<file path="src/rtl/l2_geom_pkg.sv">
// geometry of a 4-way, 16-set L2 with lines of 4 words of 64 bits
// byte addresses are 32 bits wide, and there is no physical address extension
// each width must be changed along with the count it belongs to
`default_nettype none

package l2_geom_pkg;

  // ========================================
  // sizes
  // ========================================
  localparam int WAY_NUM    = 4;
  localparam int WAY_WTH    = 2;
  localparam int SET_NUM    = 16;
  localparam int SET_WTH    = 4;
  // words per line
  localparam int BEATS      = 4;
  localparam int BEAT_WTH   = 2;
  localparam int WORD_BYTES = 8;
  localparam int OFS_WTH    = 3;
  localparam int ADDR_WTH   = 32;
  // what is left above the set index
  localparam int TAG_WTH    = ADDR_WTH - SET_WTH - BEAT_WTH - OFS_WTH;

  // ========================================
  // types
  // ========================================
  typedef logic [WORD_BYTES*8-1:0] word_t;
  typedef logic [WORD_BYTES-1:0]   mask_t;
  typedef logic [TAG_WTH-1:0]      tag_t;
  typedef logic [SET_WTH-1:0]      set_idx_t;
  typedef logic [WAY_WTH-1:0]      way_idx_t;
  typedef logic [BEAT_WTH-1:0]     beat_idx_t;
  // one bit per way, one-hot or flags
  typedef logic [WAY_NUM-1:0]      way_vec_t;

  // address split, msb first
  typedef struct packed {
    tag_t               tag;
    set_idx_t           set_idx;
    beat_idx_t          beat;
    logic [OFS_WTH-1:0] ofs;
  } addr_t;

endpackage

`default_nettype wire

</file>
<file path="src/rtl/l2_bus_pkg.sv">
// client, burst and way-array payloads
// bursts are always a full line of 4 beats, with the address aligned to the line
// memory returns beats in order and gives no error response
`default_nettype none

package l2_bus_pkg;
  import l2_geom_pkg::*;

  // ========================================
  // client side
  // ========================================
  // one word per request
  typedef struct packed {
    logic  we;
    addr_t addr;
    word_t wdata;
    // byte enables, don't care on reads
    mask_t mask;
  } cache_req_t;

  typedef struct packed {
    // echo of the request's write flag
    logic  we;
    word_t rdata;
  } cache_rsp_t;

  // ========================================
  // memory side
  // ========================================
  // beat and offset bits are always zero
  typedef logic [ADDR_WTH-1:0] mem_addr_t;

  typedef struct packed {
    word_t data;
    logic  last;
  } mem_beat_t;

  // ========================================
  // way arrays
  // ========================================
  // broadcast to all ways, and only the enabled way writes
  typedef struct packed {
    set_idx_t  set_idx;
    beat_idx_t beat;
    word_t     wdata;
    mask_t     mask;
    logic      data_we;
    // tag write also sets valid
    logic      tag_we;
    tag_t      tag;
    logic      dirty;
  } way_cmd_t;

  // state of the commanded set in one way
  typedef struct packed {
    logic  valid;
    logic  dirty;
    tag_t  tag;
    logic  match;
    word_t rdata;
  } way_stat_t;

endpackage

`default_nettype wire

</file>
<file path="src/rtl/l2_way.sv">
// one way of the cache, with flops for all state and no SRAM macro
// reads are combinational on the set and beat of the command
// a write lands on the clock edge where we_i is high
`default_nettype none
`timescale 1ns/100ps

module l2_way
  import l2_geom_pkg::*;
  import l2_bus_pkg::*;
(
  input  logic      clk_i,
  input  logic      arst_n_i,
  input  way_cmd_t  cmd_i,
  input  logic      we_i,
  input  tag_t      lookup_tag_i,
  output way_stat_t stat_o
);

  // ========================================
  // storage
  // ========================================
  logic [SET_NUM-1:0] valid_q;
  logic [SET_NUM-1:0] dirty_q;
  tag_t               tag_mem  [SET_NUM];
  word_t              data_mem [SET_NUM][BEATS];

  // per-set flags, all lines invalid out of reset
  always_ff @(posedge clk_i or negedge arst_n_i) begin
    if (!arst_n_i) begin
      valid_q <= '0;
      dirty_q <= '0;
    end else if (we_i && cmd_i.tag_we) begin
      valid_q[cmd_i.set_idx] <= 1'b1;
      dirty_q[cmd_i.set_idx] <= cmd_i.dirty;
    end
  end

  always_ff @(posedge clk_i) begin
    if (we_i && cmd_i.tag_we) begin
      tag_mem[cmd_i.set_idx] <= cmd_i.tag;
    end
    // byte lanes under the mask only
    if (we_i && cmd_i.data_we) begin
      for (int b = 0; b < WORD_BYTES; b++) begin
        if (cmd_i.mask[b]) begin
          data_mem[cmd_i.set_idx][cmd_i.beat][b*8 +: 8] <= cmd_i.wdata[b*8 +: 8];
        end
      end
    end
  end

  // ========================================
  // status
  // ========================================
  assign stat_o.valid = valid_q[cmd_i.set_idx];
  assign stat_o.dirty = dirty_q[cmd_i.set_idx];
  assign stat_o.tag   = tag_mem[cmd_i.set_idx];
  // raw compare, the selector qualifies it with valid
  assign stat_o.match = (tag_mem[cmd_i.set_idx] == lookup_tag_i);
  assign stat_o.rdata = data_mem[cmd_i.set_idx][cmd_i.beat];

endmodule

`default_nettype wire

</file>
<file path="config.mk">
export PLATFORM = sky130hd
export DESIGN_NAME = l2_way
export DESIGN_NICKNAME = d
export VERILOG_FILES = /design/src/rtl/l2_geom_pkg.sv /design/src/rtl/l2_bus_pkg.sv /design/src/rtl/l2_way.sv
export SDC_FILE = /design/constraint.sdc
export NUM_CORES = 2
export LEC_CHECK = 0
export ABC_AREA = 0
export BUFFER_PORTS_ARGS = -buffer_cell sky130_fd_sc_hd__buf_2
export CORE_ASPECT_RATIO = 1.2
export CORE_MARGIN = 3
export CORE_UTILIZATION = 35
export DETAILED_ROUTE_END_ITERATION = 10
export SLEW_MARGIN = 40
export SYNTH_ARGS = -nofsm -noshare
export SYNTH_HDL_FRONTEND = slang
export SYNTH_MEMORY_MAX_BITS = 65536
export SYNTH_SLANG_ARGS = --single-unit
export TNS_END_PERCENT = 1
</file>
<file path="constraint.sdc">
create_clock -name clk_i -period 3.5 [get_ports clk_i]
set_input_delay 0.7 -clock clk_i [delete_from_list [all_inputs] [get_ports clk_i]]
set_output_delay 0.7 -clock clk_i [all_outputs]
set_load 0.01 [all_outputs]
</file>
==> impl_metrics.tcl <==
set metrics [dict create \
    ios 220 \
    yosysTopAreaCell "edfxtp_1" \
    start_kind "input port" \
    rows 282 \
    drive_gt1_share_pct 39.0 \
    num_vias 80800 \
    p_leak_uw 0.0652 \
    nets 8661 \
    grt_pass1_wl_mm 630 \
    synth_edf_count 4464 \
    ys.flop_type "edfxtp_1" \
    fin_crit_ns 4.25 \
    fmax_mhz 235 \
    ys_top_cells_by_area "edfxtp_1 (78%), mux4_2 (18%), nor2_1 (1.2%)" \
    first_pass_iters 6 \
    finalSetupTns_ns -32.51 \
    ant_nets 0 \
    yosys.area.top_type_share_pct 77.5 \
    clk_path_buf_depth 4 \
    rsz0062_at_grt "true" \
    status "finished with violations" \
    htreeDepth 5 \
    fin_crit_sh_pct 121 \
    hp-class "input port to flop" \
    post-dp-hpwl_mm 284 \
    cts_num_sinks 4496 \
    grt.overflow.total 0 \
    numCtsBuffers 421 \
    gp_congestion 0.807 \
    worst_pin_slew_ns 0.860 \
    cts_tree "yes" \
    seq_area_frac_synth_pct 78.0 \
    critPathArrivalTime_ns 3.55 \
    yosysWarningCount 0 \
    slew_headroom_pct 42.4 \
    endpoint_kind "primary output" \
    drc 0 \
    setup_viol 65 \
    violations "setup timing" \
    ys_async_sr_fraction_pct 0.712 \
    final_hold_viol_count 0 \
    grt_pass1_vias 85100 \
    syn_area_um2 173000 \
    grt_max_degree 65 \
    worstPathRequired_ns 2.80 \
    syn_avg_cell_area_um2 24.1 \
    viasPerCell 5.23 \
    drt_wl_total_mm 438 \
    skew_ns 0 \
    track_usage_pct 17.3 \
    die-area_um2 503000 \
    initial_core_util_pct 35.2 \
    post_drt_wl_per_cell_um 28.4 \
    postCtsSetupBuffers 0 \
    slew_viol_final 0 \
    syn-num-nets 7308 \
    p_per_area_nw_per_um2 546 \
    yosysUniqueCellTypes 43 \
    synth-seq-cells 4496 \
    drt_iter0_markers 8762 \
    vdd_drop_max_mv 0.459 \
    syn_inst 7178 \
    portBuffers 219 \
    finish.utilization_pct 41.8 \
    cts-root-buf "clkbuf_16" \
    maxCapViolCount 0 \
    worstPathMaxFanout 16 \
    die_w_um 648 \
    clk_latency_ns 0.98 \
    crit_type "input port to primary output" \
    die_h_um 776 \
    antenna_found_initial 56 \
    area_delta_synth_final_pct 18.8 \
    clk_pin_slew_ns 0.06 \
    fin_ws_ns -0.751 \
    coreArea_um2 492000 \
]
-- cell type report --
type	instances	area, um^2
repair buffers	1354	11900
diodes	20	50.0
inverters	4	22.5
flip-flops and latches	4496	135000
clock buffers	506	11000
clock inverters	269	2930
fillers	42100	286000
multi-input cells	2254	36500
well taps	6532	8170
-- what timing repair did --
item / in CTS / in global routing
hold endpoints to repair: 264 / 0
pin swaps: 3 / 0
gates cloned: 0 / 0
endpoints found under the setup margin: 66 / 66
resized for setup: 41 / 9
hold buffers: 19 / 0
-- logic make-up (layout without fill, tap and decap cells) --
logic type | Yosys count | count (layout) | synth area share (%)
buffers and inverters | 428 | 2133 | 1.09
other | 0 | 20 | 0
xor gates and xnor gates | 28 | 28 | 0.142
AOI/OAI and AO/OA | 61 | 61 | 0.247
DFF | 4496 | 4496 | 78.0
and+or+nand+nor | 653 | 653 | 1.50
muxes | 1512 | 1512 | 19.0
-- through the flow --
| stage | hold WS [ns] | cells | cell area [um^2] | worst slack, ns | total power [uW] |
|---|---|---|---|---|---|
| after floorplan | 0.404 | 7178 | 173000 | -0.00630 | 63800 |
| final | 0.106 | 15400 | 205000 | -0.751 | 112000 |
| after global routing | 0.0486 | 15400 | 205000 | -0.867 | 115000 |
| after CTS | 0.00229 | 15400 | 205000 | -0.855 | 113000 |
| after detailed placement | 0.455 | 14600 | 191000 | -0.862 | 67100 |
| after global placement | 0.448 | 14600 | 191000 | -0.858 | 67000 |
-- cell usage after synthesis, types with 4 or more instances --
library cell	n
nand2_1	44
nor2_1	541
xor2_1	13
or2_2	17
and2_1	5
a22o_1	5
o211ai_1	4
mux2i_1	70
o21ai_0	10
xnor2_1	15
dfrtp_1	32
buf_4	22
clkbuf_1	230
mux4_2	1419
buf_1	62
a211oi_1	5
edfxtp_1	4464
nand2b_1	4
a22oi_1	21
o22ai_1	5
mux2_2	23
buf_6	9
buf_2	101
nor2b_1	6
nand3_1	26
-- layout by cell type, fill, tap and decap left out, types with 11 or more instances in the layout --
master,netlist,layout
xnor2_1,15,15
buf_4,22,989
edfxtp_1,4464,4464
clkbuf_16,0,425
diode_2,0,20
mux4_2,1419,1419
nor2_4,0,16
clkbuf_1,230,75
dlygate4sd3_1,0,19
dfrtp_1,32,32
clkinvlp_4,0,18
nor2_2,1,11
a22oi_1,21,21
or2_2,17,17
buf_6,9,30
nand2_1,44,27
xor2_1,13,12
mux2_2,23,22
nand3_1,26,26
mux2i_1,70,70
buf_12,0,145
nand2_4,0,17
buf_2,101,161
clkinv_2,0,82
clkinv_1,0,82
bufinv_16,0,49
nor2_1,541,515
-- flip-flops by register name, indices dropped and copies added (netlist names) --
signal / count
tag_mem: 368
valid_q: 16
data_mem: 4096
dirty_q: 16
-- routing by layer --
layer	routed length, um	global-route usage, %	up-vias
met4	15100	5.71	26
met3	28300	2.97	654
met1	166000	21.9	43800
met5	173	0	-
met2	229000	30.1	2852
li1	-	-	33400
-- path summary, 6_finish.rpt --
kind                                               from                 endpoint  slack, ns  depth (start not counted)
worst max-delay path                         cmd_i[100]               stat_o[64]      -0.75                         11
worst min register to register  valid_q[13]$_DFFE_PN0P_  valid_q[13]$_DFFE_PN0P_       0.47                          1
worst min-delay path                           cmd_i[7]  tag_mem[9][6]$_DFFE_PP_       0.11                          1
max in group asynchronous                      arst_n_i   dirty_q[9]$_DFFE_PN0P_       3.02                          2
worst max register to register   valid_q[1]$_DFFE_PN0P_   valid_q[1]$_DFFE_PN0P_       2.70                          1
min in group asynchronous                      arst_n_i   valid_q[8]$_DFFE_PN0P_       0.17                          2
-- power by group --
part	leakage, uW	switching [uW]	internal, uW
Sequential	0.0405	72.9	59400
Clock	0.00678	20100	26100
Combinational	0.0180	3670	2780
-- critical path, cell delays in order --
cell	delay, ns
buf_16	0.17
buf_12	0.26
buf_4	0.26
mux4_2	0.51
o21ai_1	0.20
buf_4	0.15
xor2_1	0.14
a41oi_1	0.16
a2111oi_1	0.47
and4_1	0.27
buf_2	0.14
No activity file was read; power rests on OpenSTA's default activity.
