[src/rtl/l2_geom_pkg.sv]
// geometry of a 4-way, 16-set L2 with lines of 4 words of 64 bits
// byte addresses are 32 bits wide, and there is no physical address extension
// each width must be changed along with the count it belongs to
`default_nettype none

package l2_geom_pkg;

  // ========================================
  // sizes
  // ========================================
  localparam int WAY_NUM    = 4;
  localparam int WAY_WTH    = 2;
  localparam int SET_NUM    = 16;
  localparam int SET_WTH    = 4;
  // words per line
  localparam int BEATS      = 4;
  localparam int BEAT_WTH   = 2;
  localparam int WORD_BYTES = 8;
  localparam int OFS_WTH    = 3;
  localparam int ADDR_WTH   = 32;
  // what is left above the set index
  localparam int TAG_WTH    = ADDR_WTH - SET_WTH - BEAT_WTH - OFS_WTH;

  // ========================================
  // types
  // ========================================
  typedef logic [WORD_BYTES*8-1:0] word_t;
  typedef logic [WORD_BYTES-1:0]   mask_t;
  typedef logic [TAG_WTH-1:0]      tag_t;
  typedef logic [SET_WTH-1:0]      set_idx_t;
  typedef logic [WAY_WTH-1:0]      way_idx_t;
  typedef logic [BEAT_WTH-1:0]     beat_idx_t;
  // one bit per way, one-hot or flags
  typedef logic [WAY_NUM-1:0]      way_vec_t;

  // address split, msb first
  typedef struct packed {
    tag_t               tag;
    set_idx_t           set_idx;
    beat_idx_t          beat;
    logic [OFS_WTH-1:0] ofs;
  } addr_t;

endpackage

`default_nettype wire

[src/rtl/l2_bus_pkg.sv]
// client, burst and way-array payloads
// bursts are always a full line of 4 beats, with the address aligned to the line
// memory returns beats in order and gives no error response
`default_nettype none

package l2_bus_pkg;
  import l2_geom_pkg::*;

  // ========================================
  // client side
  // ========================================
  // one word per request
  typedef struct packed {
    logic  we;
    addr_t addr;
    word_t wdata;
    // byte enables, don't care on reads
    mask_t mask;
  } cache_req_t;

  typedef struct packed {
    // echo of the request's write flag
    logic  we;
    word_t rdata;
  } cache_rsp_t;

  // ========================================
  // memory side
  // ========================================
  // beat and offset bits are always zero
  typedef logic [ADDR_WTH-1:0] mem_addr_t;

  typedef struct packed {
    word_t data;
    logic  last;
  } mem_beat_t;

  // ========================================
  // way arrays
  // ========================================
  // broadcast to all ways, and only the enabled way writes
  typedef struct packed {
    set_idx_t  set_idx;
    beat_idx_t beat;
    word_t     wdata;
    mask_t     mask;
    logic      data_we;
    // tag write also sets valid
    logic      tag_we;
    tag_t      tag;
    logic      dirty;
  } way_cmd_t;

  // state of the commanded set in one way
  typedef struct packed {
    logic  valid;
    logic  dirty;
    tag_t  tag;
    logic  match;
    word_t rdata;
  } way_stat_t;

endpackage

`default_nettype wire

[src/rtl/l2_ctrl_fsm.sv]
// request sequencer, one client request in flight at a time
// a hit responds 2 cycles after the request transfer
// a miss writes back a dirty victim, refills the line and replays the lookup
// the w beat is read live from the arrays and holds because nothing writes meanwhile
`default_nettype none
`timescale 1ns/100ps

module l2_ctrl_fsm
  import l2_geom_pkg::*;
  import l2_bus_pkg::*;
(
  input  logic       clk_i,
  input  logic       arst_n_i,
  // client
  input  logic       req_valid_i,
  output logic       req_ready_o,
  input  cache_req_t req_i,
  output logic       rsp_valid_o,
  input  logic       rsp_ready_i,
  output cache_rsp_t rsp_o,
  // refill path
  output logic       ar_valid_o,
  input  logic       ar_ready_i,
  output mem_addr_t  ar_addr_o,
  input  logic       r_valid_i,
  output logic       r_ready_o,
  input  mem_beat_t  r_beat_i,
  // write-back path
  output logic       aw_valid_o,
  input  logic       aw_ready_i,
  output mem_addr_t  aw_addr_o,
  output logic       w_valid_o,
  input  logic       w_ready_i,
  output mem_beat_t  w_beat_o,
  input  logic       b_valid_i,
  output logic       b_ready_o,
  // way arrays
  output way_cmd_t   cmd_o,
  output way_vec_t   way_we_o,
  output tag_t       lookup_tag_o,
  // selector
  input  logic       hit_i,
  input  way_vec_t   hit_way_i,
  input  word_t      hit_word_i,
  input  way_vec_t   victim_way_i,
  input  logic       victim_dirty_i,
  input  tag_t       victim_tag_i,
  input  word_t      victim_word_i,
  output logic       touch_o,
  output way_vec_t   touch_way_o
);

  typedef enum logic [3:0] {
    ST_IDLE,
    ST_LOOKUP,
    ST_RESPOND,
    ST_WB_ADDR,
    ST_WB_DATA,
    ST_WB_RESP,
    ST_RF_ADDR,
    ST_RF_DATA,
    ST_REPLAY
  } state_e;

  state_e     state_q, state_d;
  beat_idx_t  beat_q, beat_d;
  cache_req_t req_q;
  cache_rsp_t rsp_q;
  way_vec_t   victim_q;
  tag_t       victim_tag_q;
  word_t      merged_word;
  logic       lookup_hit;
  logic       hit_write;

  // ========================================
  // sequencer
  // ========================================
  always_comb begin
    state_d = state_q;
    beat_d  = beat_q;
    unique case (state_q)
      ST_IDLE: begin
        if (req_valid_i) begin
          state_d = ST_LOOKUP;
        end
      end
      // status of all ways is valid in this cycle
      ST_LOOKUP: begin
        if (hit_i) begin
          state_d = ST_RESPOND;
        end else if (victim_dirty_i) begin
          state_d = ST_WB_ADDR;
        end else begin
          state_d = ST_RF_ADDR;
        end
      end
      ST_RESPOND: begin
        if (rsp_ready_i) begin
          state_d = ST_IDLE;
        end
      end
      ST_WB_ADDR: begin
        if (aw_ready_i) begin
          state_d = ST_WB_DATA;
          beat_d  = '0;
        end
      end
      // beat index moves only on a w transfer
      ST_WB_DATA: begin
        if (w_ready_i) begin
          beat_d = beat_q + 1'b1;
          if (w_beat_o.last) begin
            state_d = ST_WB_RESP;
          end
        end
      end
      ST_WB_RESP: begin
        if (b_valid_i) begin
          state_d = ST_RF_ADDR;
        end
      end
      ST_RF_ADDR: begin
        if (ar_ready_i) begin
          state_d = ST_RF_DATA;
          beat_d  = '0;
        end
      end
      ST_RF_DATA: begin
        if (r_valid_i) begin
          beat_d = beat_q + 1'b1;
          if (r_beat_i.last) begin
            state_d = ST_REPLAY;
          end
        end
      end
      // one spare cycle, then look up again with the refilled line
      ST_REPLAY: begin
        state_d = ST_LOOKUP;
      end
      default: begin
        state_d = ST_IDLE;
      end
    endcase
  end

  always_ff @(posedge clk_i or negedge arst_n_i) begin
    if (!arst_n_i) begin
      state_q <= ST_IDLE;
      beat_q  <= '0;
    end else begin
      state_q <= state_d;
      beat_q  <= beat_d;
    end
  end

  // ========================================
  // request, response and victim
  // ========================================
  assign lookup_hit = (state_q == ST_LOOKUP) && hit_i;
  assign hit_write  = lookup_hit && req_q.we;

  // new bytes over the old word
  always_comb begin
    merged_word = hit_word_i;
    for (int b = 0; b < WORD_BYTES; b++) begin
      if (req_q.mask[b]) begin
        merged_word[b*8 +: 8] = req_q.wdata[b*8 +: 8];
      end
    end
  end

  always_ff @(posedge clk_i) begin
    if (req_valid_i && req_ready_o) begin
      req_q <= req_i;
    end
    if (lookup_hit) begin
      rsp_q.we    <= req_q.we;
      rsp_q.rdata <= req_q.we ? merged_word : hit_word_i;
    end
    // the victim is latched so that the refill cannot move it
    if ((state_q == ST_LOOKUP) && !hit_i) begin
      victim_q     <= victim_way_i;
      victim_tag_q <= victim_tag_i;
    end
  end

  // ========================================
  // handshakes
  // ========================================
  assign req_ready_o = (state_q == ST_IDLE);
  assign rsp_valid_o = (state_q == ST_RESPOND);
  assign rsp_o       = rsp_q;
  assign aw_valid_o  = (state_q == ST_WB_ADDR);
  assign w_valid_o   = (state_q == ST_WB_DATA);
  assign b_ready_o   = (state_q == ST_WB_RESP);
  assign ar_valid_o  = (state_q == ST_RF_ADDR);
  assign r_ready_o   = (state_q == ST_RF_DATA);

  // line-aligned burst addresses
  assign aw_addr_o = {victim_tag_q, req_q.addr.set_idx, {(BEAT_WTH + OFS_WTH){1'b0}}};
  assign ar_addr_o = {req_q.addr.tag, req_q.addr.set_idx, {(BEAT_WTH + OFS_WTH){1'b0}}};

  assign w_beat_o.data = victim_word_i;
  assign w_beat_o.last = (beat_q == beat_idx_t'(BEATS - 1));

  // ========================================
  // way command
  // ========================================
  assign lookup_tag_o = req_q.addr.tag;
  assign touch_o      = lookup_hit;
  assign touch_way_o  = hit_way_i;

  // a write hit merges and marks dirty, and a refill beat writes the whole word clean
  always_comb begin
    cmd_o.set_idx = req_q.addr.set_idx;
    cmd_o.beat    = req_q.addr.beat;
    cmd_o.wdata   = req_q.wdata;
    cmd_o.mask    = req_q.mask;
    cmd_o.tag     = req_q.addr.tag;
    cmd_o.dirty   = 1'b1;
    cmd_o.data_we = hit_write;
    cmd_o.tag_we  = hit_write;
    way_we_o      = hit_write ? hit_way_i : '0;
    if ((state_q == ST_WB_DATA) || (state_q == ST_RF_DATA)) begin
      cmd_o.beat = beat_q;
    end
    if (state_q == ST_RF_DATA) begin
      cmd_o.wdata   = r_beat_i.data;
      cmd_o.mask    = '1;
      cmd_o.dirty   = 1'b0;
      cmd_o.data_we = r_valid_i;
      cmd_o.tag_we  = r_valid_i;
      way_we_o      = r_valid_i ? victim_q : '0;
    end
  end

endmodule

`default_nettype wire

[config.mk]
export PLATFORM = sky130hd
export DESIGN_NAME = l2_ctrl_fsm
export DESIGN_NICKNAME = d
export VERILOG_FILES = /design/src/rtl/l2_geom_pkg.sv /design/src/rtl/l2_bus_pkg.sv /design/src/rtl/l2_ctrl_fsm.sv
export SDC_FILE = /design/constraint.sdc
export NUM_CORES = 1
export LEC_CHECK = 0
export BUFFER_PORTS_ARGS = -buffer_cell sky130_fd_sc_hd__buf_2
export CAP_MARGIN = 20
export CORE_AREA = 2 2 265 267
export DETAILED_ROUTE_END_ITERATION = 10
export DIE_AREA = 0 0 267 269
export GPL_TIMING_DRIVEN = 0
export SYNTH_ARGS = -nofsm -noshare
export SYNTH_HDL_FRONTEND = slang
export SYNTH_SLANG_ARGS = --single-unit
[constraint.sdc]
create_clock -name clk_i -period 6.6 [get_ports clk_i]
set_input_delay 0.66 -clock clk_i [delete_from_list [all_inputs] [get_ports clk_i]]
set_output_delay 0.66 -clock clk_i [all_outputs]
set_load 0.05 [all_outputs]
==> results of run 1 <==
[flip-flops by register name (all words and copies together) (netlist names)]
name,flops
victim_tag_q,23
victim_q,4
rsp_o,65
state_q,4
req_q,75
beat_q,2
ar_addr_o,4
lookup_tag_o,23
[placed cells by master (no fill, tap or decap), drive strengths merged, types with 5 or more instances in the layout]
cell    count
buf       789
inv        11
conb       10
mux2       67
nand2     204
nand2b     12
edfxtp    194
nor2        5
nor3        5
clkbuf     20
dfrtp       6
[final cells by class]
type                    count  share of cell area, %
well taps                 940                  8.267
repair buffers            610                  21.99
flip-flops and latches    200                  42.00
clock buffers              18                  3.016
clock inverters            14                  1.108
multi-input cells         342                  14.13
plain buffers             182                  9.375
inverters                   4                 0.1055
[per-stage QoR]
| step | hold slack [ps] | setup WS [ps] | area [um2] |
|---|---|---|---|
| after floorplan | 364.4 | 1337 | 9326 |
| after global placement | 427.6 | 148.7 | 13500 |
| after detailed placement | 448.8 | 3596 | 13630 |
| after CTS | 278.5 | 3038 | 14230 |
| after global routing | 298.2 | 3006 | 14230 |
| final | 342.9 | 3218 | 14230 |
[path summary, 6_finish.rpt]
kind | cells past startpoint | slack, ps | end
worst max-delay path | 7 | 3220 | cmd_o[25]
max in group asynchronous | 2 | 5880 | state_q[2]
worst min-delay path | 1 | 340 | lookup_tag_o[3]
min in group asynchronous | 2 | 560 | state_q[3]
worst max register to register | 3 | 4010 | rsp_o[54]
worst min register to register | 0 | 460 | rsp_o[64]
[cell families (layout without fill, tap and decap cells)]
logic type / Yosys count / after routing
compound gates: 17 / 17
fa+ha+maj: 1 / 1
buf+inv: 186 / 828
flops: 200 / 200
mux: 71 / 71
other cells: 1 / 10
simple gates: 243 / 243
[cell usage after synthesis (all sizes together) (2+ instances only)]
cell type  count  share of area (%)
nand2        204                8.2
edfxtp       194                 63
buf          180                 14
mux2          67                8.2
nand2b        12               0.84
dfrtp          6                1.6
nor2           5               0.20
nor3           5               0.27
a32o           4               0.43
inv            4               0.16
mux2i          4               0.43
nand3          4               0.22
o21ai          3               0.16
and2           2               0.13
clkbuf         2              0.081
nor2b          2               0.13
nor3b          2               0.16
nor4           2               0.13
[repair_timing]
item | 4_1_cts | 5_1_grt
buffers inserted | 0 | 0
hold endpoints to repair | 6 | 0
hold buffers | 1 | 0
[routing by layer]
metal  wire length, um  vias to the layer above  GRT usage (%)
met5                27                        -              0
met4              2095                        4          6.711
met3              2874                       40          3.251
met2             20140                      419          18.33
met1             14460                     3558          10.84
li1                  -                     3589              -
[power by group through the flow]
stage / registers [mW] / logic, mW / clock network (mW)
final: 1.64 / 2.39 / 1.12
after global routing: 1.65 / 2.54 / 1.21
after CTS: 1.64 / 2.42 / 1.18
after detailed placement: 1.67 / 2.42 / 0
after global placement: 1.69 / 2.39 / 0
after floorplan: 1.80 / 1.59 / 0
==> results.json, run 1 <==
{
  "start_kind": "flop",
  "rr_startpoint": "req_q[104]",
  "slew_viol_final": 0,
  "p_total_mw": 5.137,
  "drtIter0Drc": 263,
  "crit_slowest_cell": "dfrtp_1",
  "cts_tree": "done",
  "ys_async_sr_fraction_pct": 3.000,
  "power.share.clock_pct": 21.7,
  "gp_congestion": 0.7769,
  "slew_headroom_pct": 38.93,
  "crit_fanout": 10,
  "die_h_um": 269,
  "synth_top_family_by_area": "buffers and inverters",
  "n_fill_cell": 7610,
  "synth_simple_gate_area_share_pct": 10.92,
  "start_util_pct": 13.40,
  "synth-seq-cells": 200,
  "cpMostUsedCell": "buf_2",
  "io_pins": 677,
  "syn_avg_cell_area_um2": 12.91,
  "rows": 97,
  "min_path_type": "input pin to flop",
  "worst_slew_pin_slew_ps": 916.1,
  "synth_area_um2": 9284,
  "final_hold_viol_count": 0,
  "drc_errors": 0,
  "fin_cells": 2310,
  "portBuffers": 599,
  "synthMuxAreaShare_pct": 8.598,
  "ctsRootBufferMaster": "clkbuf_16",
  "critPathBufInv": 4,
  "synth-xor-area-share_pct": 0,
  "leakagePower_nw": 6.511,
  "ir_drop_v": 0.0001677,
  "diodes": 0,
  "seq_power_share_pct": 31.9,
  "vias": 7610,
  "rsz0062_at_grt": "no",
  "comb_power_share_pct": 46.4,
  "nets": 1698,
  "wl_per_cell_um": 17.14,
  "gr-total-overflow": 0,
  "first_pass_iters": 4,
  "ys_seq_area_share_pct": 64.37,
  "grt_usage_pct": 10.45,
  "ctsResizeCount": 0,
  "syn_inst": 719,
  "die_area_um2": 71820,
  "worst-setup-path-type": "flop to output pin",
  "layout-drive-gt1-share_pct": 65.18,
  "clk_path_buf_depth": 2,
  "cap_viol_max_count": 0,
  "final_util_pct": 20.53,
  "ys_types": 41,
  "numCtsBuffers": 17,
  "cp_top_family": "buffers and inverters",
  "grt_first_pass_wirelength_um": 51190,
  "synthAdderAreaFrac_pct": 0.1348,
  "ant_nets": 0,
  "clkSinkCount": 200,
  "worstPathArrival_ps": 2720,
  "finalCriticalPeriod_ps": 3382,
  "multi_input_area_um2": 2011,
  "period_share_pct": 51.25,
  "syn_to_final_growth_pct": 53.25,
  "switching_share_pct": 47.18,
  "core_area_um2": 69300,
  "first_global_vias": 7241,
  "synth_ff_type": "edfxtp_1",
  "antenna_found_initial": 3,
  "clk_pin_slew_ps": 90,
  "h-tree-depth": 4,
  "worstHoldStart": "req_i[84]",
  "wl_um": 39590,
  "power_switching_mw": 2.424,
  "critPathRequiredTime_ps": 5940,
  "routed_via_density": 3.294,
  "grt_max_degree": 55,
  "setup_viol": 0,
  "critPathCaptureType": "output pin",
  "dp_hpwl_um": 32310,
  "max_freq_mhz": 295.7,
  "synth_edf_count": 194,
  "regArea_um2": 5976,
  "final.setup.tns_ps": 0,
  "ys_warn_count": 0,
  "synth-compound-area-share_pct": 1.415,
  "critPathLaunch": "state_q[2]",
  "power-per-cell-area_nw_per_um2": 361.1,
  "status": "complete, no violations",
  "place_inst": 2277,
  "die_w_um": 267,
  "insertion_delay_ps": 480,
  "p_int_mw": 2.714,
  "clock_skew_ps": 22.28,
  "slowest_delay_ps": 490,
  "crit_chain": "nor2b_1, nand3_1, inv_2, buf_2, a21o_1, buf_4, buf_2"
}
(Power assumes the default switching activity.)
==> run 2: changes to the inputs <==
==> constraint.sdc (replaced) <==
create_clock -name clk_i -period 3.3 [get_ports clk_i]
set_input_delay 0.33 -clock clk_i [delete_from_list [all_inputs] [get_ports clk_i]]
set_output_delay 0.33 -clock clk_i [all_outputs]
set_load 0.05 [all_outputs]
==> run 2 against run 1 <==
  * Final cell count up 5.7%
  * Design area up 9.2%
  * Flip-flop and latch count unchanged
  * Non-clock buffer count up 127
  * Clock power up 92%
  * Clock skew up 4.1 ps
  * Power up 100%
  * Core utilization up 1.9 points
  * Hold slack worse by 300 ps
  * Clock-buffer cell count unchanged
  * Routed wire length up 8.5%
  * Largest cell class unchanged
==> results.json, run 2 (synthesis results as in run 1) <==
{
  "regMostFlops": "req_q",
  "n_fill_cell": 7392,
  "numCtsBuffers": 17,
  "clock_skew_ps": 26.38,
  "layout-drive-gt1-share_pct": 60.19,
  "layout_common_cells": "611 x buf_2, 204 x nand2_1, 194 x edfxtp_1",
  "io_pins": 677,
  "grtUsageMet2_pct": 21.51,
  "top_usage_layer": "met2",
  "core_area_um2": 69300,
  "nets": 1825,
  "place_inst": 2277,
  "slowest_delay_ps": 480,
  "critPathBufInv": 4,
  "first_global_vias": 8008,
  "ir_drop_v": 0.0003741,
  "grt_usage_pct": 11.39,
  "fin_cells": 2442,
  "portBuffers": 599,
  "worstPathArrival_ps": 2730,
  "dp_hpwl_um": 34460,
  "start_kind": "flop",
  "slew_viol_final": 0,
  "largest_reg_flops": 75,
  "crit_slowest_cell": "dfrtp_1",
  "final_hold_viol_count": 0,
  "final_common_cell": "buf_2",
  "grt_max_degree": 57,
  "drc_errors": 0,
  "rr_startpoint": "state_q[0]",
  "die_area_um2": 71820,
  "h-tree-depth": 4,
  "finalCriticalPeriod_ps": 3061,
  "gr-total-overflow": 0,
  "cpMostUsedCell": "buf_2",
  "ant_nets": 0,
  "crit_fanout": 10,
  "worst-setup-path-type": "flop to output pin",
  "clk_path_buf_depth": 2,
  "p_total_mw": 10.37,
  "syn_to_final_growth_pct": 67.30,
  "final_util_pct": 22.41,
  "cts_tree": "done",
  "wl_um": 42960,
  "max_freq_mhz": 326.6,
  "reg2reg_depth": 5,
  "final.setup.tns_ps": 0,
  "min_to": "req_q[35]",
  "critPathRequiredTime_ps": 2970,
  "leakagePower_nw": 7.063,
  "crit_chain": "nor2b_1, nand3_1, inv_4, buf_2, a21o_4, buf_8, buf_2",
  "rr_endpoint": "req_q[36]",
  "first_pass_iters": 6,
  "period_share_pct": 92.77,
  "r2r_slack_ps": 840,
  "min_path_type": "input pin to flop",
  "met3_usage_pct": 3.817,
  "setup_viol": 0,
  "clkSinkCount": 200,
  "die_h_um": 269,
  "cap_viol_max_count": 0,
  "die_w_um": 267,
  "rsz0062_at_grt": "no",
  "ctsRootBufferMaster": "clkbuf_16",
  "insertion_delay_ps": 490,
  "start_util_pct": 13.40,
  "slew_headroom_pct": 27.54,
  "worst_slew_pin_slew_ps": 1087,
  "power-per-cell-area_nw_per_um2": 667.8,
  "whs_ps": 47.76,
  "use_met1_pct": 10.72,
  "antenna_found_initial": 16,
  "drtIter0Drc": 318,
  "routed_via_density": 3.331,
  "worstHoldStart": "req_i[35]",
  "min_path_cells": 1,
  "wl_per_cell_um": 17.59,
  "cts_setup_buffers": 0,
  "clk_pin_slew_ps": 70,
  "rows": 97,
  "critPathCaptureType": "output pin",
  "grt_first_pass_wirelength_um": 55720,
  "gp_congestion": 0.8107,
  "vias": 8135,
  "status": "complete, no violations",
  "cp_top_family": "buffers and inverters"
}
## run 2: worst max path at each step
stage | start | endpoint | cells after the start
finish | state_q[2] | cmd_o[25] | 7
global route | state_q[2] | cmd_o[25] | 7
CTS | state_q[2] | cmd_o[25] | 7
detailed placement | state_q[2] | cmd_o[25] | 7
global placement | state_q[2] | cmd_o[25] | 6
floorplan | state_q[1] | cmd_o[25] | 6
## run 2: cell type report
| class | count | area (um2) | share of cell area [%] |
|---|---|---|---|
| Timing Repair Buffer | 737 | 4404 | 28.36 |
| Multi-Input combinational cell | 342 | 2037 | 13.11 |
| Tap cell | 940 | 1176 | 7.572 |
| Clock inverter | 14 | 135.1 | 0.8700 |
| Clock buffer | 18 | 429.2 | 2.763 |
| Buffer | 182 | 1345 | 8.660 |
| Inverter | 4 | 17.52 | 0.1128 |
| Sequential cell | 200 | 5976 | 38.47 |
| Antenna cell | 5 | 12.51 | 0.08055 |
## run 2: what timing repair did
action | CTS | global route
endpoints found under the setup margin | 9 | 1
hold buffers | 128 | 0
resized for setup | 1 | 1
endpoints found under the hold margin | 133 | 0
cloned | 0 | 0
## run 2: power by group
| group | switching, mW | total (mW) | internal [mW] |
|---|---|---|---|
| Sequential | 0.136 | 3.27 | 3.13 |
| Combinational | 3.62 | 4.96 | 1.34 |
| Clock | 1.15 | 2.15 | 1.00 |
## run 2: per-stage QoR
| stage | worst slack (ps) | cell area, um2 |
|---|---|---|
| after floorplan | -1091 | 9363 |
| after global placement | -2876 | 13540 |
| after detailed placement | 486.7 | 13670 |
| after CTS | 69.54 | 15520 |
| after global routing | 22.26 | 15530 |
| final | 238.6 | 15530 |
## run 2: layer usage
metal	vias up	share of wire, %
li1	3850	-
met1	3776	35
met2	443	53
met3	56	7.5
met4	10	4.4
met5	-	0.17
